===== src/hsk_pkg.sv =====
package hsk_pkg;

    ////////////////////////////////////////
    // sizes and limits
    ////////////////////////////////////////

    // one data beat on the udp side carries eight bytes
    localparam int qword_bytes = 8;

    // lane index width within one qword
    localparam int lane_bits = $clog2(qword_bytes);

    // the data fifo holds this many qwords
    localparam int data_depth = 512;

    // a datagram longer than this is never stored, since the count is 9 bits
    localparam int max_qwords = 511;

    // only a handful of datagrams can wait for the host at once
    localparam int count_depth = 4;

    ////////////////////////////////////////
    // types
    ////////////////////////////////////////

    // fill level, wide enough to hold data_depth itself
    typedef logic [9:0] level_t;

    typedef logic [63:0] qword_t;

    // number of qwords stored for one datagram
    typedef logic [8:0] count_t;

    typedef logic [lane_bits-1:0] lane_t;

    // udp header as handed over by the stack
    // length is the datagram length plus 8, in bytes, so dropping the
    // low three bits gives a qword figure that never undercounts the beats
    typedef struct packed {
        logic [31:0] ip;
        logic [15:0] port;
        logic [15:0] length;
    } udp_hdr_t;

    // one beat of udp payload, lane 0 is the first byte on the wire
    typedef struct packed {
        logic [63:0] data;
        logic [7:0]  keep;
        logic        last;
    } udp_beat_t;

    // admission states of the receive side
    typedef enum logic [1:0] {
        rx_idle,
        rx_store,
        rx_complete,
        rx_dump
    } rx_state_t;

endpackage


===== src/udp_hsk_rx.sv =====
`timescale 1ns/1ps

module udp_hsk_rx (
    input  logic               aclk,
    input  logic               aresetn,
    input  hsk_pkg::udp_hdr_t  hdr,
    input  logic               hdr_valid,
    output logic               hdr_ready,
    input  hsk_pkg::udp_beat_t beat,
    input  logic               beat_valid,
    output logic               beat_ready,
    input  hsk_pkg::level_t    data_level,
    input  logic               count_full,
    output logic               data_wr_en,
    output hsk_pkg::qword_t    data_wr,
    output logic               count_wr_en,
    output hsk_pkg::count_t    count_wr
);

    hsk_pkg::rx_state_t state;
    hsk_pkg::count_t    qword_cnt;

    logic        hdr_fire;
    logic        beat_fire;
    logic [12:0] length_qw;
    logic [12:0] free_qw;
    logic        too_long;
    logic        no_room;

    ////////////////////////////////////////
    // admission check
    ////////////////////////////////////////

    // headers are only taken while nothing else is in flight
    assign hdr_ready = (state == hsk_pkg::rx_idle);
    assign hdr_fire  = hdr_valid && hdr_ready;

    // length is datagram bytes plus 8, so a plain shift rounds up safely
    assign length_qw = hdr.length[15:3];

    // free entries in the data fifo right now
    // any earlier datagram has already landed by the time we are back in idle
    assign free_qw = 13'(hsk_pkg::data_depth) - 13'(data_level);

    assign too_long = (length_qw > 13'(hsk_pkg::max_qwords));
    assign no_room  = (length_qw > free_qw);

    ////////////////////////////////////////
    // beat path
    ////////////////////////////////////////

    // room was checked up front, so beats are never held off once admitted
    assign beat_ready = (state == hsk_pkg::rx_store) || (state == hsk_pkg::rx_dump);
    assign beat_fire  = beat_valid && beat_ready;

    // lanes without keep are stored as zero bytes so the host reads padding as 0
    always_comb begin
        for (int i = 0; i < hsk_pkg::qword_bytes; i++) begin
            data_wr[8*i +: 8] = beat.keep[i] ? beat.data[8*i +: 8] : 8'h00;
        end
    end

    assign data_wr_en = beat_fire && (state == hsk_pkg::rx_store);

    // the count goes out in the single complete cycle after last
    assign count_wr_en = (state == hsk_pkg::rx_complete);
    assign count_wr    = qword_cnt;

    always_ff @(posedge aclk) begin
        if (!aresetn) begin
            state     <= hsk_pkg::rx_idle;
            qword_cnt <= '0;
        end else begin
            // qword counter restarts for every datagram
            if (state == hsk_pkg::rx_idle) begin
                qword_cnt <= '0;
            end else if (data_wr_en) begin
                qword_cnt <= qword_cnt + 1'b1;
            end

            case (state)
                hsk_pkg::rx_idle: begin
                    if (hdr_fire) begin
                        // a full count fifo would lose the count, so dump as well
                        if (too_long || no_room || count_full) begin
                            state <= hsk_pkg::rx_dump;
                        end else begin
                            state <= hsk_pkg::rx_store;
                        end
                    end
                end
                hsk_pkg::rx_store: begin
                    if (beat_fire && beat.last) begin
                        state <= hsk_pkg::rx_complete;
                    end
                end
                hsk_pkg::rx_complete: begin
                    state <= hsk_pkg::rx_idle;
                end
                hsk_pkg::rx_dump: begin
                    // beats are swallowed until the end of the datagram
                    if (beat_fire && beat.last) begin
                        state <= hsk_pkg::rx_idle;
                    end
                end
                default: begin
                    state <= hsk_pkg::rx_idle;
                end
            endcase
        end
    end

endmodule


===== config.mk =====
export PLATFORM = sky130hd
export DESIGN_NAME = udp_hsk_rx
export DESIGN_NICKNAME = d
export VERILOG_FILES = /design/src/hsk_pkg.sv /design/src/udp_hsk_rx.sv
export SDC_FILE = /design/constraint.sdc
export NUM_CORES = 1
export LEC_CHECK = 0
export BUFFER_PORTS_ARGS = -buffer_cell sky130_fd_sc_hd__buf_2
export CORE_AREA = 2 2 90 92
export CTS_CLUSTER_DIAMETER = 120
export CTS_CLUSTER_SIZE = 8
export DETAILED_ROUTE_END_ITERATION = 10
export DIE_AREA = 0 0 92 94
export PLACE_DENSITY_LB_ADDON = 0.05
export SETUP_SLACK_MARGIN = 0.1
export SYNTH_ARGS = -nofsm -noshare
export SYNTH_HDL_FRONTEND = slang
export SYNTH_SLANG_ARGS = --single-unit

===== constraint.sdc =====
create_clock -name aclk -period 3.1 [get_ports aclk]
set_input_delay 0.62 -clock aclk [delete_from_list [all_inputs] [get_ports aclk]]
set_output_delay 0.62 -clock aclk [all_outputs]
set_load 0.02 [all_outputs]

* Word level (Yosys, flattened, before mapping) *
Cells that the tools add are included.
W data, S select, Z words.

storage, ports and cells
  logic and storage cells = 36
  bits in registers = 11
  input bits = 152

cells by class
  mux-type cells = 13
  bitwise gates (word level) = 1
  order comparisons = 2
  equality and inequality tests = 6
  add/sub/neg operators = 2
  reduce and logical (&&, ||, !) cells = 10

operators with widths
  kind                      number
  $mux W8                   8
  $gt A13 B13 Y1            1
  $gt A13 B9 Y1 const B     1
  $sub A10 B10 Y11 const A  1
  $add A9 B1 Y9 const B     1
  $mux W2                   4
  $pmux W2 S4               1
  $ne A2 B1 Y1 const B      3
  $eq A2 B2 Y1 const B      2
  $logic_and A1 B1 Y1       4
  $logic_or A1 B1 Y1        3
  $reduce_and A3 Y1         1
  $eq A2 B1 Y1 const B      1
  $logic_not A2 Y1          1
  $reduce_or A2 Y1          1
  $not A1 Y1                1

* Depth between registers and ports, before layout *
  depth in word-level cells = 7
  depth in mapped cells = 11
  depth with buffers taken out = 11

* Least setup slack after synthesis *
OpenSTA, ideal clock, no wires.

  path kind = input to register
  start = input port data_level[4]
  end = register state[1]
  stages = 9
  path buffers = 0
  library setup time = 133 ps
  setup slack = 388 ps
  data required time = 2967 ps
  arrival = 2579 ps
  cell sequence = nor4_1 -> nand2_1 -> o41ai_1 -> ha_1 -> nand4_1 -> nor2_1 -> o31a_1 -> a2111oi_0 -> o32ai_1

on the way
  word-level cells in the longest chain between the ends = 7

RTL lines
  item                             RTL line          text
  start: declaration               udp_hsk_rx.sv:12  input hsk_pkg::level_t data_level,
  $sub A10 B10 Y11                 udp_hsk_rx.sv:43  assign free_qw = 13'(hsk_pkg::data_depth) - 13'(data_level);
  $gt A13 B13 Y1                   udp_hsk_rx.sv:46  assign no_room = (length_qw > free_qw);
  $logic_or A1 B1 Y1 (2 in a row)  udp_hsk_rx.sv:85  if (too_long || no_room || count_full) begin
  $mux W2                          udp_hsk_rx.sv:85
  $mux W2                          udp_hsk_rx.sv:83  if (hdr_fire) begin
  $pmux W2 S4                      udp_hsk_rx.sv:81  case (state)
  end signal: assignment           udp_hsk_rx.sv:86  state <= hsk_pkg::rx_dump;
  end signal: assignment           udp_hsk_rx.sv:88  state <= hsk_pkg::rx_store;
  end signal: assignment           udp_hsk_rx.sv:94  state <= hsk_pkg::rx_complete;
  end: declaration                 udp_hsk_rx.sv:20  hsk_pkg::rx_state_t state;

No other way between the ends. The select of a mux whose other input is x is not followed.
A chain may end at the register's enable or synchronous reset.

* Final worst setup path *
Same ends and word-level chain as after synthesis.

==> flow_summary.toml <==
[outcome]
status = "completed"

[placement]
io_buffers = 177
dp_hpwl_um = 4520
place_area_mm2 = 0.00237
dp_slack_ns = 0.0376
place_congestion = 0.740

[clocking]
cts_inserted_buffers = 3
h-tree-depth = 1
clockBufferDepth = 2
cts-root-buf = "clkbuf_8"
ctsResizeCount = 0
numClockSinks = 11
clk-insertion-delay-late_ns = 0.23
cts_setup_buffers = 0
cts_tree = "built"
hold_buffers = 0
clk_pin_slew_ns = 0.05

[layout]
n_antenna_cell = 0
fin_nets = 530
nFillCells = 870
fin_area_mm2 = 0.00242
syn_to_final_growth_pct = 76.3
drive_gt1_frac = 0.508
final_util = 0.319

[synthesis]
ys_ff_latch = 11
synthesis.area_mm2 = 0.00138
syn_avg_cell_area_um2 = 7.51
ys_warn_count = 0
netlist_instances = 183
ys_types = 34
yosysSeqAreaShare = 0.160
synthesis.nets = 350

[global_route]
grt_max_degree = 10
grt_overflow = 0
grt_pass1_wl_um = 7650
antenna_found_initial = 0
grt_pass1_vias = 1771
grt_usage = 0.107

[power_and_ir_drop]
irDropWorstVdd_mv = 0.0887
p_per_area_mw_per_mm2 = 242
p_leak_uw = 0.00137

[floorplanning]
die_area_mm2 = 0.00865
fp.dieH_um = 94
coreArea_mm2 = 0.00761
rows = 32
die_w_um = 92
initial_core_util = 0.181
io_pins = 229

[setup_path]
setup.worst_path.end_class = "flip-flop"
cp.arrival_ns = 2.78
required_ns = 3.20
worst_setup_path_start_kind = "input pin"
critical_path_class = "input pin to flip-flop"
rr_worst_depth = 4
cp_max_fo = 3

[timing]
setup_slack_ns = 0.427
tightest_slew_ns = 0.632
rsz0062_at_grt = "no"
relSlewSlack = 0.576
skew_ns = 0.00280
setup_viol = 0
period_needed_ns = 2.67
hold_viol_final = 0
fin_crit_sh = 0.862
fmax_mhz = 374
drv_slew = 0
finalSetupTns_ns = 0

[routing]
drt_iter0_drc = 35
dr_total_vias = 1846
ant_nets = 0
wl_per_cell_um = 10.8
drc_errors = 0
first_pass_iters = 4
vias_per_cell = 3.98
routed_wirelength_um = 5010

[run]
cap_violations = 0

[hold_path]
hp-class = "flip-flop to flip-flop"
hold_depth = 2
-- layout by cell type, fill, tap and decap left out --
cell type	n
mux2i_1	1
and2_1	64
ha_1	15
nor2b_1	1
or3_1	2
dfxtp_1	11
a21o_1	1
a2111oi_1	1
nor3b_1	1
nand4_4	1
a21boi_0	1
and3b_1	1
buf_4	2
nor2_1	16
nand3_1	4
xor2_1	9
xnor2_1	6
buf_2	177
o21ai_1	1
o31a_1	1
clkbuf_8	3
nand2_1	9
inv_1	7
o21ai_0	2
nand3b_1	1
a21oi_1	8
or4_1	1
o41ai_2	1
nand4_1	5
clkbuf_1	1
nor4_1	3
nor4b_1	1
and3_1	1
nor3_1	2
o32ai_1	1
-- layer usage --
metal  global-route usage  share of wire
met1                0.120           0.39
met2                0.213           0.53
met3               0.0152          0.077
met4               0.0187              0
met5                    0              0
-- cells by family (layout without fill, tap and decap cells) --
logic type,Yosys count,count (layout),synth area share
AOI/OAI and AO/OA,17,17,0.0764
xor gates and xnor gates,15,15,0.0955
adders and majority gates,15,15,0.136
buffers and inverters,11,190,0.0437
DFF,11,11,0.160
muxes,1,1,0.00728
and+or+nand+nor,113,113,0.480
-- cell usage after synthesis --
cell	number	share of area
or3_1	2	0.0091
xor2_1	9	0.057
a2111oi_0	1	0.0064
nor4b_1	1	0.0064
o31a_1	1	0.0064
clkbuf_1	1	0.0027
a21o_1	1	0.0055
o32ai_1	1	0.0064
nor2b_1	1	0.0046
a21boi_0	1	0.0055
o41ai_1	1	0.0064
mux2i_1	1	0.0073
and3b_1	1	0.0064
or4_1	1	0.0055
o21ai_0	2	0.0073
nand4_1	5	0.023
o21ai_1	1	0.0036
nand4_4	1	0.015
dfxtp_1	11	0.16
nor4_1	3	0.014
nand3_1	4	0.015
nor3b_1	1	0.0055
inv_1	7	0.019
and3_1	1	0.0046
xnor2_1	6	0.038
nand3b_1	1	0.0055
nor2_1	16	0.044
nor3_1	2	0.0073
and2_1	64	0.29
buf_6	2	0.016
nand2_1	9	0.025
ha_1	15	0.14
a21oi_1	8	0.029
buf_4	1	0.0055
-- state kept, by name (all words and copies together) (netlist names) --
name and cells:
count_wr 9, state 2
-- path summary, 6_finish.rpt --
path,from,end,slack [ns]
worst max-delay path,data_level[4],state[1]$_SDFFE_PN0P_,0.43
worst min-delay path,count_wr[7]$_SDFFE_PP0P_,count_wr[7]$_SDFFE_PP0P_,0.50
worst max register to register,state[0]$_SDFFE_PN0P_,count_wr[7]$_SDFFE_PP0P_,1.51
worst min register to register,count_wr[7]$_SDFFE_PP0P_,count_wr[7]$_SDFFE_PP0P_,0.50
-- report_power, final --
part           internal [uW]  total (uW)  switching [uW]
registers                145         152            7.03
clock network           90.3         143            53.2
logic                    132         290             158
-- critical path, stage by stage --
cell,delay [ns]
buf_2,0.12
nor4_1,0.36
nand2_1,0.18
nor3_1,0.21
xor2_1,0.17
ha_1,0.27
nand4_1,0.13
nor2_1,0.06
o31a_1,0.10
a2111oi_1,0.40
o32ai_1,0.15
-- layout make-up --
type	count	area [um^2]	area share
flip-flops and latches	11	220	0.0909
repair buffers	179	901	0.372
multi-input cells	161	1100	0.455
well taps	102	128	0.0527
clock buffers	4	45.0	0.0186
inverters	7	26.3	0.0108
-- metrics by stage --
step	power [uW]	hold WS (ns)	std cells
2_1_floorplan	318	0.570	183
3_3_place_gp	450	0.484	460
3_5_place_dp	447	0.495	460
4_1_cts	598	0.502	464
5_1_grt	633	0.516	464
6_report	586	0.496	464
(Power assumes the default switching activity.)
