## src/hsk_pkg.sv

```systemverilog
package hsk_pkg;

    ////////////////////////////////////////
    // sizes and limits
    ////////////////////////////////////////

    // one data beat on the udp side carries eight bytes
    localparam int qword_bytes = 8;

    // lane index width within one qword
    localparam int lane_bits = $clog2(qword_bytes);

    // the data fifo holds this many qwords
    localparam int data_depth = 512;

    // a datagram longer than this is never stored, since the count is 9 bits
    localparam int max_qwords = 511;

    // only a handful of datagrams can wait for the host at once
    localparam int count_depth = 4;

    ////////////////////////////////////////
    // types
    ////////////////////////////////////////

    // fill level, wide enough to hold data_depth itself
    typedef logic [9:0] level_t;

    typedef logic [63:0] qword_t;

    // number of qwords stored for one datagram
    typedef logic [8:0] count_t;

    typedef logic [lane_bits-1:0] lane_t;

    // udp header as handed over by the stack
    // length is the datagram length plus 8, in bytes, so dropping the
    // low three bits gives a qword figure that never undercounts the beats
    typedef struct packed {
        logic [31:0] ip;
        logic [15:0] port;
        logic [15:0] length;
    } udp_hdr_t;

    // one beat of udp payload, lane 0 is the first byte on the wire
    typedef struct packed {
        logic [63:0] data;
        logic [7:0]  keep;
        logic        last;
    } udp_beat_t;

    // admission states of the receive side
    typedef enum logic [1:0] {
        rx_idle,
        rx_store,
        rx_complete,
        rx_dump
    } rx_state_t;

endpackage

```

## src/hsk_fifo.sv

```systemverilog
`timescale 1ns/1ps

module hsk_fifo #(
    parameter type item_t = hsk_pkg::count_t,
    parameter int  depth  = hsk_pkg::count_depth
) (
    input  logic            aclk,
    input  logic            aresetn,
    input  logic            wr_en,
    input  item_t           wr_data,
    output logic            full,
    output hsk_pkg::level_t level,
    input  logic            rd_en,
    output logic            valid,
    output item_t           rd_data
);

    typedef logic [$clog2(depth)-1:0] ptr_t;

    // storage has no reset, only the pointers and level do
    item_t mem [depth];

    ptr_t wr_ptr;
    ptr_t rd_ptr;
    logic push;
    logic pop;

    assign full  = (level == hsk_pkg::level_t'(depth));
    assign valid = (level != '0);

    // show-ahead: the head entry is always on rd_data
    assign rd_data = mem[rd_ptr];

    // writes into a full fifo and reads from an empty one are ignored
    assign push = wr_en && !full;
    assign pop  = rd_en && valid;

    always_ff @(posedge aclk) begin
        if (push) begin
            mem[wr_ptr] <= wr_data;
        end
    end

    always_ff @(posedge aclk) begin
        if (!aresetn) begin
            wr_ptr <= '0;
            rd_ptr <= '0;
            level  <= '0;
        end else begin
            // pointers wrap at depth, which need not be a power of two
            if (push) begin
                if (wr_ptr == ptr_t'(depth - 1)) begin
                    wr_ptr <= '0;
                end else begin
                    wr_ptr <= wr_ptr + 1'b1;
                end
            end
            if (pop) begin
                if (rd_ptr == ptr_t'(depth - 1)) begin
                    rd_ptr <= '0;
                end else begin
                    rd_ptr <= rd_ptr + 1'b1;
                end
            end

            // level moves only when exactly one side is active
            case ({push, pop})
                2'b10: level <= level + 1'b1;
                2'b01: level <= level - 1'b1;
                default: level <= level;
            endcase
        end
    end

endmodule

```

## config.mk

```make
export PLATFORM = sky130hd
export DESIGN_NAME = hsk_fifo
export DESIGN_NICKNAME = d
export VERILOG_FILES = /design/src/hsk_pkg.sv /design/src/hsk_fifo.sv
export SDC_FILE = /design/constraint.sdc
export NUM_CORES = 1
export LEC_CHECK = 0
export ABC_AREA = 1
export BUFFER_PORTS_ARGS = -buffer_cell sky130_fd_sc_hd__buf_2
export CAP_MARGIN = 30
export CORE_MARGIN = 3
export CORE_UTILIZATION = 60
export CTS_BUF_LIST = sky130_fd_sc_hd__clkbuf_8
export CTS_CLUSTER_DIAMETER = 40
export DETAILED_ROUTE_END_ITERATION = 10
export MAX_ROUTING_LAYER = met4
export PLACE_DENSITY = 0.83
export RECOVER_POWER = 25
export SLEW_MARGIN = 25
export SYNTH_ARGS = -nofsm -noshare
export SYNTH_HDL_FRONTEND = slang
export SYNTH_SLANG_ARGS = --single-unit
```

## constraint.sdc

```tcl
create_clock -name aclk -period 5.26 [get_ports aclk]
set_clock_uncertainty 0.1 [all_clocks]
set_input_delay 0.526 -clock aclk [delete_from_list [all_inputs] [get_ports aclk]]
set_output_delay 0.526 -clock aclk [all_outputs]
set_load 0.01 [all_outputs]
```

## Word-level counts from Yosys, hierarchy flattened

Memories as Yosys holds them, arrays and structs flattened. A register that Yosys moved wholly into a read port is not among the register bits.
Index checks and enable logic that the tools add are counted.

- Equal/unequal tests: 5
- Reductions and logical operators: 5
- Add/subtract/negate cells: 4
- Muxes and demuxes: 7

Operators by type and width:

| kind | count |
|---|---|
| 10-bit one-hot mux with 2 select lines | 1 |
| 10-bit by 1-bit adder with 10-bit output, second input constant | 1 |
| 10-bit by 3-bit equality test with 1-bit output, second input constant | 1 |
| 10-bit nonzero test | 1 |
| 10-bit by 1-bit subtractor with 10-bit output, second input constant | 1 |
| 2-bit 2-to-1 mux | 4 |
| 2-bit equality test, second input constant | 3 |
| 2-bit by 1-bit adder with 2-bit output, second input constant | 2 |
| 2-bit by 1-bit equality test with 1-bit output, second input constant | 1 |
| 1-bit logical AND | 2 |
| 1-bit 2-to-1 mux | 2 |
| 2-bit nonzero test | 1 |
| 1-bit logical NOT | 1 |

- Register bits: 14
- Input port bits: 13
- Word-level logic and storage cells: 25
- Memory bits (writable): 36
- Memories: 1

Memory list:

| memory | words | bits a word | read ports | clocked after memory_dff | wr ports | RTL line | source |
|---|---|---|---|---|---|---|---|
| mem | 4 | 9 | 1 | 1 | 1 | hsk_fifo.sv:21 | `item_t mem [depth];` |

## Longest topological paths before layout

Gate-level depths: netlist of the first run.

- Depth in word-level cells: 5
- Depth in mapped cells: 15
- Depth with buffers taken out: 15

## Least setup slack after synthesis of the first run

No wires, ideal clock.

- Path type: register -> register
- From: reg level[1]
- To: reg level[7]
- Required time: 5.051 ns
- Path buffers: 0
- Arrival time: 2.277 ns
- Path slack: 2.774 ns
- Cell stages (with the launch flop): 14
- Setup time: 0.109 ns
- Path through: dfxtp_1 -> nor3_2 -> nand2_1 -> o21ai_4 -> ha_1 -> ha_1 -> a21oi_1 -> nor2_1 -> nor2_1 -> nand2_1 -> nand2_1 -> nand3_1 -> nand2_1 -> inv_1

- Longest elaborated chain between the ends: 5

RTL lines:

| what | RTL line | source |
|---|---|---|
| from (decl) | hsk_fifo.sv:12 | `output hsk_pkg::level_t level,` |
| from (signal assigned) | hsk_fifo.sv:68 | `2'b10: level <= level + 1'b1;` |
| from (signal assigned) | hsk_fifo.sv:69 | `2'b01: level <= level - 1'b1;` |
| from (signal assigned) | hsk_fifo.sv:70 | `default: level <= level;` |
| parallel branches: the longest is 5 deep, another holds 10-bit by 1-bit subtractor with 10-bit output | -- |  |

Several ways; the timed one is not identified.
A chain may end at the register's enable or synchronous reset.

## Final worst setup path of the first run

Same ends and word-level chain as after synthesis.

==> results.ini, run 1 <==
[status]
status = finished, final reports clean

[power_and_ir_drop]
power_density_nw_per_um2 = 507
ir_drop_v = 0.000331
leakage_nw = 1.22

[sta]
maxSlewViolCount = 0
min_period_ns = 2.80
tightest_slew_ns = 0.846
post-route-period-util_pct = 53.2
relSlewSlack_pct = 43.4
hold_viol_final = 0
fin_tns_setup_ns = 0
rsz0062_at_grt = no
fmax_mhz = 357
setup_viol_count_final = 0

[worst_setup_path]
crit_type = flip-flop to flip-flop
cpLargestDelayFamily = simple AND/OR/NAND/NOR gates
worst-r2r-cell-count = 13
cp_max_fo = 10
worst-r2r-setup-slack_ns = 2.46
worst_path_most_repeated_cell = nand2_1
end_kind = flip-flop
reg2reg_from = level[1]
slowest_delay_ns = 0.45
crit_buf_inv = 1
crit_end = level[7]
crit_chain = nor3_2 -> nand2_1 -> o21ai_4 -> ha_1 -> ha_1 -> a21oi_1 -> nor2_1 -> nor2_1 -> nand2_1 -> nand2_1 -> nand3_1 -> nand2_1 -> inv_1
crit_cells = 13
r2r-end = level[7]
cp.required_ns = 5.37
critPathLaunch = level[1]
crit_path_start_kind = flip-flop
worst_path_max_delay_cell = ha_1
worstPathArrival_ns = 2.91

[yosys]
synth_nets = 289
synth_top_area_cell = edfxtp_1
yosysUniqueCellTypes = 23
synth_top_cell_area_share_pct = 43.2
syn_avg_cell_area_um2 = 9.58
synth-seq-area-share_pct = 56.0
synthCells = 261
ys_top_cells_by_area = edfxtp_1 43%, dfxtp_1 13%, nor2_1 7.7%
synth-seq-cells = 52
synth_area_um2 = 2500
yosysWarningCount = 0

[cells_and_area]
antenna_cells = 0
final_cell_mix = 51 x nor2_1, 36 x edfxtp_1, 32 x nand2_1, 31 x inv_1, 27 x o21ai_0
multiInputGateArea_um2 = 960
fillCellCount = 276
fin_nets = 324
syn2layout_area_growth_pct = 11.4
seqCellArea_um2 = 1400
drive_above_1_share_pct = 12.5
final_cell_count_no_fill = 345
layout_commonest_cell = nor2_1

[clock_network]
hold_buffers = 0
cts-root-buf = clkbuf_8
clock_path_buffers = 2
cts_setup_buffers = 0
clk_latency_ns = 0.30
cts-resized-gates = 0
cts_tree = built
htreeDepth = 2
clkTransAtPathRegs_ns = 0.09
numCtsBuffers = 5
cts.sinks = 52

[floorplan]
fp-row-count = 22
fp.dieW_um = 70.6
initial_core_util_pct = 65.4
ioPinCount = 34
core_area_um2 = 3830
die_area_um2 = 4980
fp.dieH_um = 70.6

[routing]
antenna_left = 0
first_iter_violations = 169
vias = 1884
drc = 0
vias_per_cell = 5.46
wirelength_um = 4740
avgRoutedWirePerCell_um = 13.7
firstDrtPassIters = 4

[run]
drv_cap = 0

[placed_design]
hpwl_um = 3330
placed_cells = 337
port_buffers = 33
gp_congestion = 0.948

[global_route]
first_global_vias = 1777
gr-usage-all-layers_pct = 21.1
grt_pass1_wl_um = 8070
grt_max_degree = 20
overflow = 0
antenna_found_initial = 0

[worst_hold_path]
worstHoldPathType = input port to flip-flop

-- logic make-up after synthesis --
group,count (synthesis),synth area share (%)
simple gates,104,17.8
flops,52,56.0
compound gates,49,11.0
fa+ha+maj,15,7.80
xor+xnor,5,1.75
buf+inv,36,5.60
-- cell type report --
cell class                 instances  share of cell area (%)
clock buffer                       6                    2.96
clock inverter                     2                   0.404
inverter                          31                    4.18
multi-input combinational        173                    34.5
sequential                        52                    50.3
tap                               48                    2.16
timing repair buffer              33                    5.53
-- registers in the layout (all words and copies together), names as in the netlist, named ones only --
| name | count |
|---|---|
| wr_ptr | 2 |
| mem | 36 |
| rd_ptr | 2 |
| level | 10 |
-- worst register-to-register path, cell delays in order, from the launching register on --
cell and delay, ns:
dfxtp_1 0.37, nor3_2 0.22, nand2_1 0.13, o21ai_4 0.25
ha_1 0.45, ha_1 0.37, a21oi_1 0.30, nor2_1 0.07
nor2_1 0.14, nand2_1 0.06, nand2_1 0.06, nand3_1 0.07
nand2_1 0.08, inv_1 0.03
-- report_power, final --
group / switching (W) / leakage (nW) / internal [W]
clock network: 0.000123 / 0.0486 / 0.000105
registers: 0.0000785 / 0.463 / 0.000511
logic: 0.000366 / 0.706 / 0.000229
-- how the worst min path moves through the flow --
stage                from        end  slack [ns]  cells past startpoint
2_1_floorplan   wr_ptr[1]  wr_ptr[1]        0.40                      2
3_3_place_gp    wr_ptr[1]  wr_ptr[1]        0.41                      2
3_5_place_dp    wr_ptr[1]  wr_ptr[1]        0.44                      2
4_1_cts        wr_data[8]  mem[1][8]        0.33                      1
5_1_grt        wr_data[8]  mem[2][8]        0.38                      1
6_report       wr_data[3]  mem[0][3]        0.38                      1
-- metrics by stage --
step | setup WS (ns) | instance area, um^2 | power (W) | util (%) | hold slack, ns
after floorplan | 2.77 | 2500 | 0.00102 | - | 0.399
after global placement | 2.65 | 2700 | 0.00117 | 70.6 | 0.413
after detailed placement | 2.50 | 2700 | 0.00119 | 70.6 | 0.437
after CTS | 2.49 | 2800 | 0.00142 | 73.1 | 0.326
after global routing | 2.14 | 2790 | 0.00154 | 72.8 | 0.380
final | 2.46 | 2790 | 0.00141 | 72.8 | 0.384
-- metal layers --
layer / up-vias / routed length (um) / global-route usage, %
met2: 62 / 2450 / 35.2
li1: 949 / - / -
met5: - / 0 / -
met4: 0 / 114 / 8.77
met1: 860 / 1890 / 24.6
met3: 13 / 292 / 5.11
-- cell usage after synthesis --
library cell  instances
a21o_1                1
a21oi_1               9
buf_2                 4
clkbuf_1              1
clkinv_1              1
dfxtp_1              16
edfxtp_1             36
fa_1                  1
ha_1                 14
inv_1                30
nand2_1              32
nand3_1              15
nand4_1               1
nand4_4               1
nor2_1               51
nor2_2                2
nor3_2                1
o21a_1                2
o21ai_0              27
o21ai_4               1
o22ai_1               9
or2_4                 1
xor2_1                5
No activity file was read; power rests on OpenSTA's default activity.
==> inputs of run 2 (changes only) <==
--- a/config.mk
+++ b/config.mk
@@ -9,12 +9,12 @@
 export BUFFER_PORTS_ARGS = -buffer_cell sky130_fd_sc_hd__buf_2
 export CAP_MARGIN = 30
 export CORE_MARGIN = 3
-export CORE_UTILIZATION = 60
+export CORE_UTILIZATION = 59
 export CTS_BUF_LIST = sky130_fd_sc_hd__clkbuf_8
 export CTS_CLUSTER_DIAMETER = 40
 export DETAILED_ROUTE_END_ITERATION = 10
 export MAX_ROUTING_LAYER = met4
-export PLACE_DENSITY = 0.83
+export PLACE_DENSITY = 0.81
 export RECOVER_POWER = 25
 export SLEW_MARGIN = 25
 export SYNTH_ARGS = -nofsm -noshare
==> constraint.sdc (replaced) <==
create_clock -name aclk -period 2.58 [get_ports aclk]
set_clock_uncertainty 0.1 [all_clocks]
set_input_delay 0.258 -clock aclk [delete_from_list [all_inputs] [get_ports aclk]]
set_output_delay 0.258 -clock aclk [all_outputs]
set_load 0.01 [all_outputs]
==> results.ini, run 2 (synthesized netlist as in run 1, its figures left out) <==
[routing]
wirelength_um = 5070  ; +6.9%
drc = 0  ; unchanged
first_iter_violations = 183  ; +8.3%
vias = 1945  ; +3.2%
antenna_left = 0  ; unchanged
firstDrtPassIters = 6  ; +2
avgRoutedWirePerCell_um = 14.1  ; +2.7%
vias_per_cell = 5.42  ; -0.79%

[global_route]
overflow = 0  ; unchanged
gr-usage-all-layers_pct = 21.4  ; +0.24 points
grt_max_degree = 20  ; unchanged
first_global_vias = 1870  ; +5.2%
grt_pass1_wl_um = 8310  ; +3.0%
antenna_found_initial = 0  ; unchanged

[clock_network]
htreeDepth = 2  ; unchanged
cts.sinks = 52  ; unchanged
clock_path_buffers = 2  ; unchanged
clkTransAtPathRegs_ns = 0.09  ; about the same
clk_latency_ns = 0.30  ; about the same
cts_tree = built
cts_setup_buffers = 0  ; unchanged
cts-root-buf = clkbuf_8
numCtsBuffers = 5  ; unchanged

[worst_hold_path]
worstHoldPathType = input port to flip-flop
hold_path_depth = 1  ; unchanged
min-delay-start = wr_data[3]
hold_end = mem[1][3]

[placed_design]
placed_cells = 351  ; +4.2%
gp_congestion = 0.931  ; -1.8%
placed_area_um2 = 2800  ; +3.4%
detailedPlace.worstSlack_ns = 0.0565  ; -2.45 ns
hpwl_um = 3520  ; +5.6%
port_buffers = 33  ; unchanged

[sta]
setup_ws_ns = 0.137  ; -2.32 ns
min_period_ns = 2.44  ; -0.357 ns
fmax_mhz = 409  ; +15%
hold_viol_final = 0  ; unchanged
post-route-period-util_pct = 94.7  ; +41 points
whs_ns = 0.0634  ; -0.321 ns
setup_viol_count_final = 0  ; unchanged
tightest_slew_ns = 0.502  ; -0.344 ns
relSlewSlack_pct = 66.5  ; +23 points
maxSlewViolCount = 0  ; unchanged

[floorplan]
fp.dieH_um = 71.1  ; +0.77%
ioPinCount = 34  ; unchanged
fp.dieW_um = 71.1  ; +0.77%
fp-row-count = 23  ; +4.5%
initial_core_util_pct = 61.6  ; -3.7 points
die_area_um2 = 5060  ; +1.6%
core_area_um2 = 4060  ; +6.0%

[worst_setup_path]
cp.required_ns = 2.69  ; -2.68 ns
worstPathArrival_ns = 2.55  ; -0.36 ns
worst-r2r-cell-count = 13  ; unchanged
reg2reg_from = level[5]
r2r-end = level[9]
crit_type = flip-flop to flip-flop
worst-r2r-setup-slack_ns = 0.14  ; -2.32 ns
end_kind = flip-flop
crit_path_start_kind = flip-flop
cp_max_fo = 5  ; -5

[cells_and_area]
antenna_cells = 0  ; unchanged
fin_nets = 336  ; +3.7%
stdcell_area_um2 = 3000  ; +7.7%
layout_commonest_cell = nor2_1
multiInputGateArea_um2 = 1060  ; +10%
max_flop_register = mem
largest_reg_flops = 36  ; unchanged
final_core_util_pct = 73.9  ; +1.2 points
final_cell_mix = 50 x nor2_1, 36 x edfxtp_1, 30 x inv_1, 30 x nand2_1, 26 x buf_2
reg_top3 = mem x36, level x10
drive_above_1_share_pct = 21.7  ; +9.2 points
syn2layout_area_growth_pct = 20.0
final_cell_count_no_fill = 359  ; +4.1%
seqCellArea_um2 = 1400  ; +0.18%
fillCellCount = 295  ; +6.9%

[power_and_ir_drop]
ir_drop_v = 0.000580  ; +75%
power_density_nw_per_um2 = 1070  ; +110%
leakage_nw = 1.29  ; +5.9%

[run]
drv_cap = 0  ; unchanged

[status]
status = finished, final reports clean

run 2: cell type report:
| class | count | area share (%) |
|---|---|---|
| repair buffers | 45 | 8.22 |
| clock buffers | 5 | 2.29 |
| inverters | 31 | 3.88 |
| well taps | 50 | 2.09 |
| flip-flops and latches | 52 | 46.8 |
| clock inverters | 3 | 1.42 |
| multi-input cells | 173 | 35.3 |
run 2: per-layer routing:
layer | global-route usage (%) | routed length (um) | share of wire, % | up-vias
met2 | 36.6 | 2560 | 50 | 49
met1 | 25.4 | 2240 | 44 | 910
li1 | - | - | - | 974
met5 | - | 0 | 0 | -
met3 | 4.97 | 199 | 3.9 | 12
met4 | 5.85 | 74 | 1.5 | 0
run 2: how the worst max path moves through the flow:
stage | start | cells past startpoint | slack [ns] | endpoint
after floorplan | level[1] | 13 | 0.09 | level[7]
after global placement | level[5] | 12 | 0.1 | level[6]
after detailed placement | level[5] | 13 | 0.06 | level[6]
after CTS | level[5] | 13 | 0.04 | level[6]
after global routing | level[8] | 13 | -0.05 | level[9]
final | level[5] | 13 | 0.14 | level[9]
run 2: critical path: stages (launching register included):
cell,delay (ns)
dfxtp_1,0.39
nor2_2,0.17
nand4_4,0.14
o21a_1,0.23
ha_2,0.21
buf_4,0.18
ha_4,0.30
nand2_1,0.08
nor2_2,0.13
nand3_1,0.10
nand4_1,0.11
nand3_1,0.08
nand2_1,0.08
inv_1,0.05
run 2: through the flow:
step | power, W | setup TNS (ns)
after floorplan | 0.00207 | 0
after global routing | 0.00345 | -0.0600
after global placement | 0.00249 | 0
final | 0.00321 | 0
after detailed placement | 0.00252 | 0
after CTS | 0.00306 | 0
run 2: where the power goes:
| part | switching, W | leakage, nW | internal, W | total, W |
|---|---|---|---|---|
| sequential | 0.000145 | 0.464 | 0.00104 | 0.00119 |
| clock | 0.000264 | 0.0558 | 0.000288 | 0.000551 |
| combinational | 0.000847 | 0.770 | 0.000624 | 0.00147 |
| total | 0.00126 | 1.29 | 0.00196 | 0.00321 |
run 2: what timing repair did:
action,4_1_cts,5_1_grt
resized for setup,0,19
setup endpoints to repair,0,7
hold buffers,0,0
